==> src/ntm_vector_params.svh <==
// NTM vector fixed-point adder shared sizes
// Word width, lane count and element-count width for every block

`ifndef NTM_VECTOR_PARAMS_SVH
`define NTM_VECTOR_PARAMS_SVH

// Data word width in bits
`define NTM_DATA_SIZE 16

// Number of scalar lanes, any value of 1 or more
`define NTM_LANES 2

// Element count width
`define NTM_SIZE_WIDTH 8

// Lane index width, never below one bit
`define NTM_LANE_WIDTH ((`NTM_LANES > 1) ? $clog2(`NTM_LANES) : 1)

`endif

==> src/ntm_fixed_pkg.sv <==
// NTM fixed-point arithmetic types
// Data word, extended sum, operation code and saturation limits

`include "ntm_vector_params.svh"

package ntm_fixed_pkg;

  ////////////////////////////////////////////////////////////////////////////
  // Words
  ////////////////////////////////////////////////////////////////////////////

  // Two's complement data word
  typedef logic signed [`NTM_DATA_SIZE-1:0] fixed_word_t;

  // One guard bit for overflow detection
  typedef logic signed [`NTM_DATA_SIZE:0] fixed_sum_t;

  // Operation bit carried by start
  typedef enum logic {
    OP_ADD = 1'b0,
    OP_SUB = 1'b1
  } operation_e;

  // Clamp limits
  localparam fixed_word_t FIXED_MAX = {1'b0, {(`NTM_DATA_SIZE-1){1'b1}}};
  localparam fixed_word_t FIXED_MIN = {1'b1, {(`NTM_DATA_SIZE-1){1'b0}}};

endpackage

==> src/ntm_vector_ctrl_pkg.sv <==
// NTM vector sequencing types
// Lane index, element count and dispatcher state encoding

`include "ntm_vector_params.svh"

package ntm_vector_ctrl_pkg;

  ////////////////////////////////////////////////////////////////////////////
  // Sequencing
  ////////////////////////////////////////////////////////////////////////////

  // Round-robin lane pointer
  typedef logic [`NTM_LANE_WIDTH-1:0] lane_index_t;

  // Vector length and remaining counts
  typedef logic [`NTM_SIZE_WIDTH-1:0] element_count_t;

  // Dispatcher FSM
  typedef enum logic {
    IDLE_STATE  = 1'b0,
    INPUT_STATE = 1'b1
  } dispatch_state_e;

endpackage

==> src/ntm_scalar_fixed_adder.sv <==
// NTM scalar fixed-point lane
// Saturating add or subtract, two-stage pipeline, one start per cycle

`timescale 1ns/1ps

`include "ntm_vector_params.svh"

module ntm_scalar_fixed_adder (
  input  logic                      CLK,
  input  logic                      RST,
  input  logic                      start,
  input  ntm_fixed_pkg::operation_e operation,
  input  ntm_fixed_pkg::fixed_word_t data_a_in,
  input  ntm_fixed_pkg::fixed_word_t data_b_in,
  output logic                      ready,
  output ntm_fixed_pkg::fixed_word_t data_out
);

  // Sign-extended operands
  ntm_fixed_pkg::fixed_sum_t ext_a;
  ntm_fixed_pkg::fixed_sum_t ext_b;

  // Stage 1 registers
  ntm_fixed_pkg::fixed_sum_t op_a;
  ntm_fixed_pkg::fixed_sum_t op_b;
  logic                      valid_s1;

  // Stage 2 combinational result
  ntm_fixed_pkg::fixed_sum_t sum;
  logic                      overflow;

  assign ext_a = {data_a_in[`NTM_DATA_SIZE-1], data_a_in};
  assign ext_b = {data_b_in[`NTM_DATA_SIZE-1], data_b_in};

  // Guard bit and sign disagree on overflow
  assign sum      = op_a + op_b;
  assign overflow = sum[`NTM_DATA_SIZE] != sum[`NTM_DATA_SIZE-1];

  ////////////////////////////////////////////////////////////////////////////
  // Valid pipeline
  ////////////////////////////////////////////////////////////////////////////

  always_ff @(posedge CLK or posedge RST) begin
    if (RST) begin
      valid_s1 <= 1'b0;
      ready    <= 1'b0;
    end else begin
      valid_s1 <= start;
      ready    <= valid_s1;
    end
  end

  ////////////////////////////////////////////////////////////////////////////
  // Data pipeline
  ////////////////////////////////////////////////////////////////////////////

  always_ff @(posedge CLK) begin
    // Stage 1, subtract turns into add of the negated B
    op_a <= ext_a;
    op_b <= (operation == ntm_fixed_pkg::OP_SUB) ? -ext_b : ext_b;

    // Stage 2, clamp by the true sign in the guard bit
    if (overflow) begin
      data_out <= sum[`NTM_DATA_SIZE] ? ntm_fixed_pkg::FIXED_MIN : ntm_fixed_pkg::FIXED_MAX;
    end else begin
      data_out <= sum[`NTM_DATA_SIZE-1:0];
    end
  end

  // Fixed two-cycle latency
  a_ready_latency : assert property (
    @(posedge CLK) disable iff (RST) start |-> ##2 ready
  ) else $error("lane ready did not follow start after two cycles");

endmodule

==> src/ntm_vector_dispatch.sv <==
// NTM vector dispatcher
// Pairs A and B elements and starts the lanes in round-robin order

`timescale 1ns/1ps

`include "ntm_vector_params.svh"

module ntm_vector_dispatch (
  input  logic                               CLK,
  input  logic                               RST,
  input  logic                               start,
  input  ntm_fixed_pkg::operation_e          operation,
  input  ntm_vector_ctrl_pkg::element_count_t size_in,
  input  logic                               data_a_in_enable,
  input  logic                               data_b_in_enable,
  input  ntm_fixed_pkg::fixed_word_t         data_a_in,
  input  ntm_fixed_pkg::fixed_word_t         data_b_in,
  output logic [`NTM_LANES-1:0]              lane_start,
  output ntm_fixed_pkg::operation_e          lane_operation,
  output ntm_fixed_pkg::fixed_word_t         lane_a,
  output ntm_fixed_pkg::fixed_word_t         lane_b
);

  // FSM and counters
  ntm_vector_ctrl_pkg::dispatch_state_e state;
  ntm_vector_ctrl_pkg::element_count_t  remaining;
  ntm_vector_ctrl_pkg::lane_index_t     lane_ptr;

  // Operand holding registers
  logic                       a_full;
  logic                       b_full;
  ntm_fixed_pkg::fixed_word_t a_reg;
  ntm_fixed_pkg::fixed_word_t b_reg;

  logic in_input;
  logic pair_fire;

  assign in_input = state == ntm_vector_ctrl_pkg::INPUT_STATE;

  // Pair completes on held or arriving operands
  assign pair_fire = in_input && (a_full || data_a_in_enable) && (b_full || data_b_in_enable);

  ////////////////////////////////////////////////////////////////////////////
  // Control
  ////////////////////////////////////////////////////////////////////////////

  always_ff @(posedge CLK or posedge RST) begin
    if (RST) begin
      state          <= ntm_vector_ctrl_pkg::IDLE_STATE;
      lane_operation <= ntm_fixed_pkg::OP_ADD;
      remaining      <= '0;
      lane_ptr       <= '0;
      a_full         <= 1'b0;
      b_full         <= 1'b0;
      lane_start     <= '0;
    end else begin
      lane_start <= '0;
      case (state)
        ntm_vector_ctrl_pkg::IDLE_STATE: begin
          if (start) begin
            // Latch per-vector setup, always begin at lane 0
            lane_operation <= operation;
            remaining      <= size_in;
            lane_ptr       <= '0;
            state          <= ntm_vector_ctrl_pkg::INPUT_STATE;
          end
        end
        ntm_vector_ctrl_pkg::INPUT_STATE: begin
          if (pair_fire) begin
            lane_start[lane_ptr] <= 1'b1;
            a_full               <= 1'b0;
            b_full               <= 1'b0;
            remaining            <= remaining - 1'b1;
            if (lane_ptr == ntm_vector_ctrl_pkg::lane_index_t'(`NTM_LANES - 1)) begin
              lane_ptr <= '0;
            end else begin
              lane_ptr <= lane_ptr + 1'b1;
            end
            // Last pair issued
            if (remaining == ntm_vector_ctrl_pkg::element_count_t'(1)) begin
              state <= ntm_vector_ctrl_pkg::IDLE_STATE;
            end
          end else begin
            if (data_a_in_enable) begin
              a_full <= 1'b1;
            end
            if (data_b_in_enable) begin
              b_full <= 1'b1;
            end
          end
        end
        default: begin
          state <= ntm_vector_ctrl_pkg::IDLE_STATE;
        end
      endcase
    end
  end

  ////////////////////////////////////////////////////////////////////////////
  // Operands
  ////////////////////////////////////////////////////////////////////////////

  always_ff @(posedge CLK) begin
    if (in_input && data_a_in_enable) begin
      a_reg <= data_a_in;
    end
    if (in_input && data_b_in_enable) begin
      b_reg <= data_b_in;
    end
    // Bypass a strobe that completes the pair
    if (pair_fire) begin
      lane_a <= a_full ? a_reg : data_a_in;
      lane_b <= b_full ? b_reg : data_b_in;
    end
  end

  // Protocol checks
  a_no_dup_a : assert property (@(posedge CLK) disable iff (RST) !(a_full && data_a_in_enable))
    else $error("second A strobe before its B");
  a_no_dup_b : assert property (@(posedge CLK) disable iff (RST) !(b_full && data_b_in_enable))
    else $error("second B strobe before its A");
  a_size_nonzero : assert property (@(posedge CLK) disable iff (RST) start |-> size_in != '0)
    else $error("vector length zero at start");
  a_start_idle : assert property (@(posedge CLK) disable iff (RST) start |-> !in_input)
    else $error("start while a vector is being dispatched");

endmodule

==> src/ntm_vector_collect.sv <==
// NTM vector collector
// Drains lane results in element order and flags the end of the vector

`timescale 1ns/1ps

`include "ntm_vector_params.svh"

module ntm_vector_collect (
  input  logic                               CLK,
  input  logic                               RST,
  input  logic                               start,
  input  ntm_vector_ctrl_pkg::element_count_t size_in,
  input  logic [`NTM_LANES-1:0]              lane_ready,
  input  ntm_fixed_pkg::fixed_word_t         lane_data [`NTM_LANES],
  output logic                               data_out_enable,
  output ntm_fixed_pkg::fixed_word_t         data_out,
  output logic                               ready
);

  // Expected lane and results still owed
  ntm_vector_ctrl_pkg::lane_index_t    expect_ptr;
  ntm_vector_ctrl_pkg::element_count_t remaining;

  logic                  hit;
  logic [`NTM_LANES-1:0] expect_mask;

  assign hit         = lane_ready[expect_ptr];
  assign expect_mask = `NTM_LANES'(1) << expect_ptr;

  ////////////////////////////////////////////////////////////////////////////
  // Control
  ////////////////////////////////////////////////////////////////////////////

  always_ff @(posedge CLK or posedge RST) begin
    if (RST) begin
      expect_ptr      <= '0;
      remaining       <= '0;
      data_out_enable <= 1'b0;
      ready           <= 1'b0;
    end else begin
      data_out_enable <= hit;
      ready           <= hit && (remaining == ntm_vector_ctrl_pkg::element_count_t'(1));
      if (start) begin
        expect_ptr <= '0;
        remaining  <= size_in;
      end else if (hit) begin
        remaining <= remaining - 1'b1;
        if (expect_ptr == ntm_vector_ctrl_pkg::lane_index_t'(`NTM_LANES - 1)) begin
          expect_ptr <= '0;
        end else begin
          expect_ptr <= expect_ptr + 1'b1;
        end
      end
    end
  end

  // Output word
  always_ff @(posedge CLK) begin
    if (hit) begin
      data_out <= lane_data[expect_ptr];
    end
  end

  // Lanes must finish in issue order
  a_in_order : assert property (
    @(posedge CLK) disable iff (RST) (lane_ready & ~expect_mask) == '0
  ) else $error("lane result out of element order");
  a_one_lane : assert property (@(posedge CLK) disable iff (RST) $onehot0(lane_ready))
    else $error("more than one lane ready in a cycle");

endmodule

==> src/ntm_vector_fixed_adder.sv <==
// NTM vector fixed-point adder/subtractor
// Dispatcher, round-robin scalar lanes and in-order collector

`timescale 1ns/1ps

`include "ntm_vector_params.svh"

module ntm_vector_fixed_adder (
  input  logic                               CLK,
  input  logic                               RST,
  input  logic                               start,
  input  ntm_fixed_pkg::operation_e          operation,
  input  ntm_vector_ctrl_pkg::element_count_t size_in,
  input  logic                               data_a_in_enable,
  input  ntm_fixed_pkg::fixed_word_t         data_a_in,
  input  logic                               data_b_in_enable,
  input  ntm_fixed_pkg::fixed_word_t         data_b_in,
  output logic                               data_out_enable,
  output ntm_fixed_pkg::fixed_word_t         data_out,
  output logic                               ready
);

  // Dispatcher to lanes
  logic [`NTM_LANES-1:0]      lane_start;
  ntm_fixed_pkg::operation_e  lane_operation;
  ntm_fixed_pkg::fixed_word_t lane_a;
  ntm_fixed_pkg::fixed_word_t lane_b;

  // Lanes to collector
  logic [`NTM_LANES-1:0]      lane_ready;
  ntm_fixed_pkg::fixed_word_t lane_data [`NTM_LANES];

  ntm_vector_dispatch dispatch_i (
    .CLK             (CLK),
    .RST             (RST),
    .start           (start),
    .operation       (operation),
    .size_in         (size_in),
    .data_a_in_enable(data_a_in_enable),
    .data_b_in_enable(data_b_in_enable),
    .data_a_in       (data_a_in),
    .data_b_in       (data_b_in),
    .lane_start      (lane_start),
    .lane_operation  (lane_operation),
    .lane_a          (lane_a),
    .lane_b          (lane_b)
  );

  // Scalar lanes share operands, start selects the lane
  for (genvar k = 0; k < `NTM_LANES; k++) begin : g_lane
    ntm_scalar_fixed_adder lane_i (
      .CLK      (CLK),
      .RST      (RST),
      .start    (lane_start[k]),
      .operation(lane_operation),
      .data_a_in(lane_a),
      .data_b_in(lane_b),
      .ready    (lane_ready[k]),
      .data_out (lane_data[k])
    );
  end

  ntm_vector_collect collect_i (
    .CLK            (CLK),
    .RST            (RST),
    .start          (start),
    .size_in        (size_in),
    .lane_ready     (lane_ready),
    .lane_data      (lane_data),
    .data_out_enable(data_out_enable),
    .data_out       (data_out),
    .ready          (ready)
  );

endmodule

==> config.mk <==
export PLATFORM = sky130hd
export DESIGN_NAME = ntm_vector_fixed_adder
export DESIGN_NICKNAME = d
export VERILOG_FILES = /design/src/ntm_fixed_pkg.sv /design/src/ntm_vector_ctrl_pkg.sv /design/src/ntm_scalar_fixed_adder.sv /design/src/ntm_vector_dispatch.sv /design/src/ntm_vector_collect.sv /design/src/ntm_vector_fixed_adder.sv
export VERILOG_INCLUDE_DIRS = /design/src
export SDC_FILE = /design/constraint.sdc
export NUM_CORES = 1
export LEC_CHECK = 0
export CAP_MARGIN = 5
export CORE_MARGIN = 4
export CORE_UTILIZATION = 60
export DETAILED_ROUTE_END_ITERATION = 10
export DONT_BUFFER_PORTS = 1
export PLACE_DENSITY = 0.76
export SLEW_MARGIN = 30
export SYNTH_ARGS = -nofsm -noshare
export SYNTH_HDL_FRONTEND = slang
export SYNTH_SLANG_ARGS = --single-unit
==> constraint.sdc <==
create_clock -name CLK -period 4.5 [get_ports CLK]
set_input_delay 0.9 -clock CLK [delete_from_list [all_inputs] [get_ports CLK]]
set_output_delay 0.9 -clock CLK [all_outputs]
set_load 0.1 [all_outputs]
==> results of run 1 <==
-- power by group through the flow --
| stage | Sequential (µW) | Combinational, µW | Clock (µW) |
|---|---|---|---|
| after floorplan | 2330 | 979 | 0 |
| after global placement | 2390 | 1050 | 0 |
| after detailed placement | 2400 | 1100 | 0 |
| after CTS | 2380 | 1110 | 1450 |
| after global routing | 2410 | 1250 | 1530 |
| final | 2370 | 1110 | 1430 |
-- kinds of logic after synthesis --
kind of cell	count (synthesis)	synth area share (%)
and+or+nand+nor	96	7.18
buffers and inverters	38	2.52
DFF	159	62.6
adders and majority gates	37	6.78
xor gates and xnor gates	35	4.75
muxes	36	6.17
AOI/OAI and AO/OA	89	10.0
-- critical path, cell delays in order, from the launching register on --
cell and delay [ps]:
dfxtp_1 320, ha_1 210, inv_1 70, fa_1 400, nand2b_1 190, a211oi_2 240
o221ai_2 230, o311ai_4 710, maj3_2 330
-- cell usage after synthesis (3+ instances only) --
| master | number |
|---|---|
| a21o_1 | 6 |
| a21oi_1 | 19 |
| a31oi_1 | 3 |
| a41oi_1 | 3 |
| and2_1 | 4 |
| buf_6 | 3 |
| clkbuf_1 | 10 |
| dfrtp_1 | 30 |
| dfxtp_1 | 49 |
| edfxtp_1 | 80 |
| ha_1 | 21 |
| inv_1 | 22 |
| maj3_1 | 3 |
| maj3_2 | 12 |
| mux2_2 | 34 |
| nand2_1 | 32 |
| nand2b_1 | 3 |
| nor2_1 | 24 |
| nor2b_1 | 4 |
| nor3_1 | 7 |
| nor4_1 | 4 |
| o211ai_1 | 4 |
| o21ai_0 | 21 |
| o22a_1 | 8 |
| o31ai_1 | 5 |
| or3_1 | 3 |
| xnor2_1 | 24 |
| xor2_1 | 10 |
-- cell usage in the layout (no fill, tap or decap), types with 3 or more instances in the layout --
cell,n
xor2_1,10
a41oi_1,3
o22a_1,8
dfrtp_1,30
maj3_1,3
a31oi_1,3
o31ai_1,5
ha_1,21
nand2b_1,3
nand2_1,32
nor2_1,22
a21o_1,6
edfxtp_1,80
or3_1,3
nor3_1,7
dfxtp_1,49
mux2_2,34
bufinv_16,3
clkinv_4,3
nor4_1,4
clkbuf_16,16
and2_1,4
o21ai_0,21
xnor2_1,24
a21oi_1,19
inv_6,4
o211ai_1,4
maj3_2,12
inv_1,21
nor2b_1,4
-- per-layer routing --
layer | vias to the layer above | routed length, µm
li1 | 1795 | -
met1 | 1745 | 4940
met2 | 109 | 4930
met3 | 14 | 654
met4 | 0 | 146
met5 | - | 0
-- final cells by class --
type / instances / area, µm²
Inverter: 23 / 86.3
Clock buffer: 18 / 418
Tap cell: 140 / 175
Clock inverter: 14 / 181
Sequential cell: 159 / 4130
Timing Repair Buffer: 1 / 7.51
Multi-Input combinational cell: 293 / 2310
Fill cell: 743 / 3480
-- final timing paths --
path | startpoint | slack, ps | endpoint
worst max-delay path | g_lane[1].lane_i.op_b[0] | 1730 | g_lane[1].lane_i.data_out[13]
worst min-delay path | RST | 340 | collect_i.data_out_enable
worst max register to register | g_lane[1].lane_i.op_b[0] | 1730 | g_lane[1].lane_i.data_out[13]
worst min register to register | dispatch_i.lane_a[6] | 340 | g_lane[1].lane_i.op_a[6]
max in group asynchronous | RST | 3750 | dispatch_i.remaining[6]
min in group CLK | dispatch_i.lane_a[6] | 340 | g_lane[1].lane_i.op_a[6]
-- metrics by stage --
stage | util (%) | hold slack (ps) | power, µW
global route | 67.8 | 346 | 5190
finish | 67.8 | 339 | 4910
global placement | 62.2 | 326 | 3430
floorplan | - | 323 | 3310
detailed placement | 62.2 | 327 | 3500
CTS | 67.7 | 339 | 4940
==> summary.txt, run 1 <==
Floorplan
  – Die footprint: 0.0128 mm²
  – Die span in y: around 110 µm
  – Rows: 38
  – Core ar.: approximately 0.011 mm²
  – Die Wd: approximately 110 µm
  – Initial core utilization: about three fifths
  – Boundary Pins: 64

Final layout
  – ANT cells: 0
  – Finished Cell Area: between 0.007 and 0.008 mm²
  – Most flops, register: g_lane.lane_i.op_b
  – Max reg flops: 17
  – Layout overhead on the synthesized area: 10.7%
  – Nets: 563
  – Share of layout cells above drive strength 1: 18.9%
  – Layout Cells excl Fill: ~650

Routing
  – Antenna viol nets, final: 0
  – First DRT Iteration DRCs: roughly 220
  – Wire per inst: roughly 16 µm
  – Via-to-Cell Ratio: 5.65
  – Final WL: between 10000 and 15000 µm
  – Drc violations: 0
  – Via Count: 3663
  – DRT Pass-1 Iters: 4

Synthesis
  – Syn Inst Count: 490
  – Top post-synthesis cells by area: edfxtp_1, dfxtp_1, dfrtp_1
  – Flops & latches, synth: about 160
  – Sequential fraction of the synthesis area: ~63%
  – Yosys Warn Count: 0
  – Syn avg cell area: approximately 13 µm²
  – Asr flop ratio synth: 18.9%
  – Cell Area, Synth: ~0.0066 mm²
  – Biggest area consumer among synthesized cells: edfxtp_1
  – Synth cell types: 60
  – Predominant post-synthesis flop cell: edfxtp_1
  – EDFF count, synth: 80
  – Post-synth net total: around 560
  – Post-synth top area share: 36.4%

Global routing
  – Global-route wire length before repair: approximately 18000 µm
  – Met2 GRT Util: 27.4%
  – Initial antenna violation count: 0
  – GRT Residual Overflow: 0
  – Number of global-route vias before repair: 3742
  – M1 GR Usage: approximately a quarter
  – Total GRT Usage: 18.2%
  – Grt met3 use: between 5 and 6%
  – Largest net degree at the start of global routing: 36
  – Most heavily used metal layer in global routing: met2

STA
  – Min cycle time layout: approximately 2800 ps
  – Max Transition Viols Final: 0
  – Max Clk Rate: roughly 360 MHz
  – Final Setup Violations: 0
  – Final period util: between 60% and 70%
  – Fin. Hold Viols: 0
  – Slew HR: 39.9%
  – Clock skew: between 7 and 8 ps
  – Fin Setup TNS: 0 ps
  – Setup ws final: around 1700 ps
  – Unrepaired setup endpoints after global routing: false
  – Slew @ Worst Pin: roughly 900 ps

Critical path
  – Reg2reg path depth: 8
  – CP arrival: around 3200 ps
  – Critical Path RT: 4960 ps
  – CP Max Fanout: 16
  – Crit path kind: reg -> reg
  – Startpoint types: register
  – Crit end category: register

Clocking
  – TritonCTS sink count: between 150 and 200
  – Cts hold-fix bufs: 0
  – CTS Buf Count: 17
  – Post-CTS setup buffer count: 0
  – H-tree levels: 4
  – Clock latency on the worst-skew pair: roughly 520 ps
  – CTS root buffer: clkbuf_8
  – PostCTS Resize Cnt: 0
  – Clk buf depth: 2
  – Reg clk slew, reported paths: about 60 ps
  – CTS tree: done

Place
  – Post-Place Cell Area: about 0.0067 mm²
  – Setup Slack @ Placement: ~1700 ps
  – Post-detail-place hpwl: around 7600 µm
  – Placer Congestion: 0.862
  – IO Port Bufs: 0
  – Dpl cells: 616

Power and ir drop
  – Maximum VDD drop: approximately 0.00036 V
  – Pleak: about 0.0028 µW
  – Comb pwr share: between 20% and 30%
  – Flop pwr share: 48.3%
  – Pwr dens: approximately 670 mW/mm²
  – Clock power frac: approximately 29%
  – Sw Pwr: approximately 1700 µW
  – Sw Share: 33.6%
  – Int Pwr: 3260 µW

Run
  – Max-Cap Viols: 0

Worst hold path
  – Hold WC Path Type: in -> async

Outcome
  – Status: complete, no violations
(Power assumes the default switching activity.)
==> run 2: changes to the inputs <==
- CORE_UTILIZATION: 60 -> 57
- PLACE_DENSITY: 0.76 -> 0.75
- clock period: 4.5 -> 2.44 ns (I/O delays scaled with it)
==> run 2 against run 1 <==
Against the previous run: final cell count grew 7.3%; fmax grew 14%; count of clock-buffer cells in the layout grew 2; largest power group unchanged; critical endpoint is now g_lane[1].lane_i.data_out[15]; critical path type unchanged; power grew 94%; non-clock buffer count grew 44.
==> summary.txt, run 2 (synthesis gave the netlist of run 1 again) <==
Outcome
  – Status: complete, no violations

Place
  – IO Port Bufs: 0 (unchanged)
  – Placer Congestion: 0.795 (-7.8%)
  – Post-detail-place hpwl: 8030 µm (+5.4%)

Power and ir drop
  – Clock power frac: 27.1% (-2.0 points)
  – Int Pwr: 6420 µW (+97%)
  – Sw Share: 32.7% (-0.91 points)
  – Pleak: 0.00300 µW (+8.5%)
  – Pwr dens: 1230 mW/mm² (+83%)
  – Flop pwr share: 39.5% (-8.8 points)
  – Maximum VDD drop: 0.000802 V (+130%)
  – Sw Pwr: 3120 µW (+89%)
  – Comb pwr share: 33.4% (+11 points)

Clocking
  – Reg clk slew, reported paths: 60 ps (about the same)
  – H-tree levels: 4 (unchanged)
  – Clock latency on the worst-skew pair: 420 ps (-100 ps)
  – Cts hold-fix bufs: 0 (unchanged)
  – TritonCTS sink count: 159 (unchanged)
  – CTS tree: done
  – CTS Buf Count: 17 (unchanged)
  – Clk buf depth: 2 (unchanged)
  – CTS root buffer: clkbuf_16

STA
  – Max Transition Viols Final: 0 (unchanged)
  – Unrepaired setup endpoints after global routing: true
  – Fin. Hold Viols: 0 (unchanged)
  – Slew @ Worst Pin: 671 ps (-233 ps)
  – Max Clk Rate: 414 MHz (+14%)
  – Fin Hold WS: 40.8 ps (-298 ps)
  – Final period util: 99.1% (+38 points)
  – Slew HR: 55.3% (+15 points)
  – Final Setup Violations: 0 (unchanged)
  – Min cycle time layout: 2420 ps (-348 ps)
  – Clock skew: 10.9 ps (+3.49 ps)

Routing
  – Via Count: 3861 (+5.4%)
  – DRT Pass-1 Iters: 4 (unchanged)
  – First DRT Iteration DRCs: 203 (-6.9%)
  – Final WL: 11700 µm (+9.4%)
  – Wire per inst: 16.8 µm (+2.0%)
  – Antenna viol nets, final: 0 (unchanged)
  – Via-to-Cell Ratio: 5.56 (-1.7%)
  – Drc violations: 0 (unchanged)

Final layout
  – Nets: 607 (+7.8%)
  – Most flops, register: g_lane.lane_i.op_b
  – Share of layout cells above drive strength 1: 25.9% (+7.0 points)
  – Max reg flops: 17 (unchanged)
  – ANT cells: 0 (unchanged)
  – Most frequent cells in the layout: edfxtp_1, dfxtp_1, buf_4
  – Core Util, Final: 68.2% (+0.44 points)
  – Layout overhead on the synthesized area: 17.4%
  – Commonest non-fill, non-tap cell in the layout: edfxtp_1

Critical path
  – Largest stage delay on the critical path: 400 ps (-310 ps)
  – Reg2reg path depth: 11 (+3)
  – Crit end category: register
  – WP depth: 11 (+3)
  – Startpoint types: register
  – Slowest cell on the critical path: o311ai_4
  – CP arrival: 2730 ps (-500 ps)
  – Cell family with most CP delay: compound AO/OA/AOI/OAI gates
  – Crit path kind: reg -> reg
  – CP Max Fanout: 8 (-8)
  – Bufs and invs on worst path: 5 (+4)
  – Critical-path cell list: ha_4 -> inv_2 -> fa_2 -> nand2b_4 -> a211oi_4 -> o221ai_2 -> buf_4 -> o311ai_4 -> buf_16 -> buf_4 -> inv_2
  – Critical Path RT: 2760 ps (-2200 ps)

Floorplan
  – Die Wd: 116 µm (+2.4%)
  – Die footprint: 0.0134 mm² (+4.9%)
  – Rows: 39 (+2.6%)
  – Die span in y: 116 µm (+2.4%)
  – Initial core utilization: 58.1% (-3.1 points)
  – Core ar.: 0.0114 mm² (+5.3%)
  – Boundary Pins: 64 (unchanged)

Run
  – Max-Cap Viols: 0 (unchanged)

Global routing
  – Initial antenna violation count: 0 (unchanged)
  – GRT Residual Overflow: 0 (unchanged)
  – Number of global-route vias before repair: 3882 (+3.7%)
  – Largest net degree at the start of global routing: 36 (unchanged)
  – Total GRT Usage: 18.9% (+0.69 points)
  – Global-route wire length before repair: 19200 µm (+4.2%)

Worst hold path
  – Hold WC Path Type: in -> async
[run 2: changes by cell type in the layout (fill, tap and decap cells not counted), moves of 2 or more]
cell      previous run  this run
nor2_2               2         0
dfxtp_1             49        47
clkinv_4             3         1
clkbuf_1             1         3
dfxtp_2              0         2
buf_4                1        42
inv_6                4         0
clkinv_2             0         3
a211oi_4             0         2
buf_12               0         2
[run 2: power groups by stage]
stage	combinational (µW)	sequential, µW	clock (µW)
6_report	3190	3770	2590
3_5_place_dp	2880	3810	0
4_1_cts	3060	3770	2640
2_1_floorplan	1810	4300	0
3_3_place_gp	2810	3780	0
5_1_grt	3450	3830	2760
[run 2: through the flow]
stage,area (µm²),setup WS [ps],instances,setup TNS (ps),power [µW]
global route,7750,-45.2,695,-518,10000
CTS,7660,-59.0,689,-658,9470
global placement,6980,-42.5,652,-134,6590
floorplan,6610,11.7,490,0,6100
finish,7750,23.0,695,0,9550
detailed placement,6980,-108,652,-976,6700
[run 2: layer usage]
layer	up-vias	wire length [µm]	part of all wire [%]	GRT usage, %
met5	-	0	0	0
met4	0	191	1.6	7.73
met3	16	524	4.5	6.42
met2	88	5730	49	29.8
met1	1867	5230	45	24.2
li1	1890	-	-	-
[run 2: area by class of cell]
class	instances	area [µm²]
timing repair buffer	45	383
clock buffer	20	437
multi-input combinational	293	2390
sequential	159	4140
clock inverter	12	144
fill	772	3620
tap	143	179
inverter	23	86.3
[run 2: worst paths after layout]
path | slack (ps) | startpoint | endpoint
worst max-delay path | 20 | g_lane[1].lane_i.op_b[0] | g_lane[1].lane_i.data_out[15]
worst min-delay path | 40 | RST | collect_i.data_out_enable
worst max register to register | 20 | g_lane[1].lane_i.op_b[0] | g_lane[1].lane_i.data_out[15]
worst min register to register | 330 | dispatch_i.lane_a[11] | g_lane[1].lane_i.op_a[11]
max in group asynchronous | 2120 | RST | dispatch_i.remaining[1]
min in group CLK | 140 | start | collect_i.expect_ptr
[run 2: timing repair]
action	4_1_cts	5_1_grt
pin swaps	8	14
setup endpoints to repair	15	16
resized for setup	11	5
cloned	1	0
setup buffers	4	6
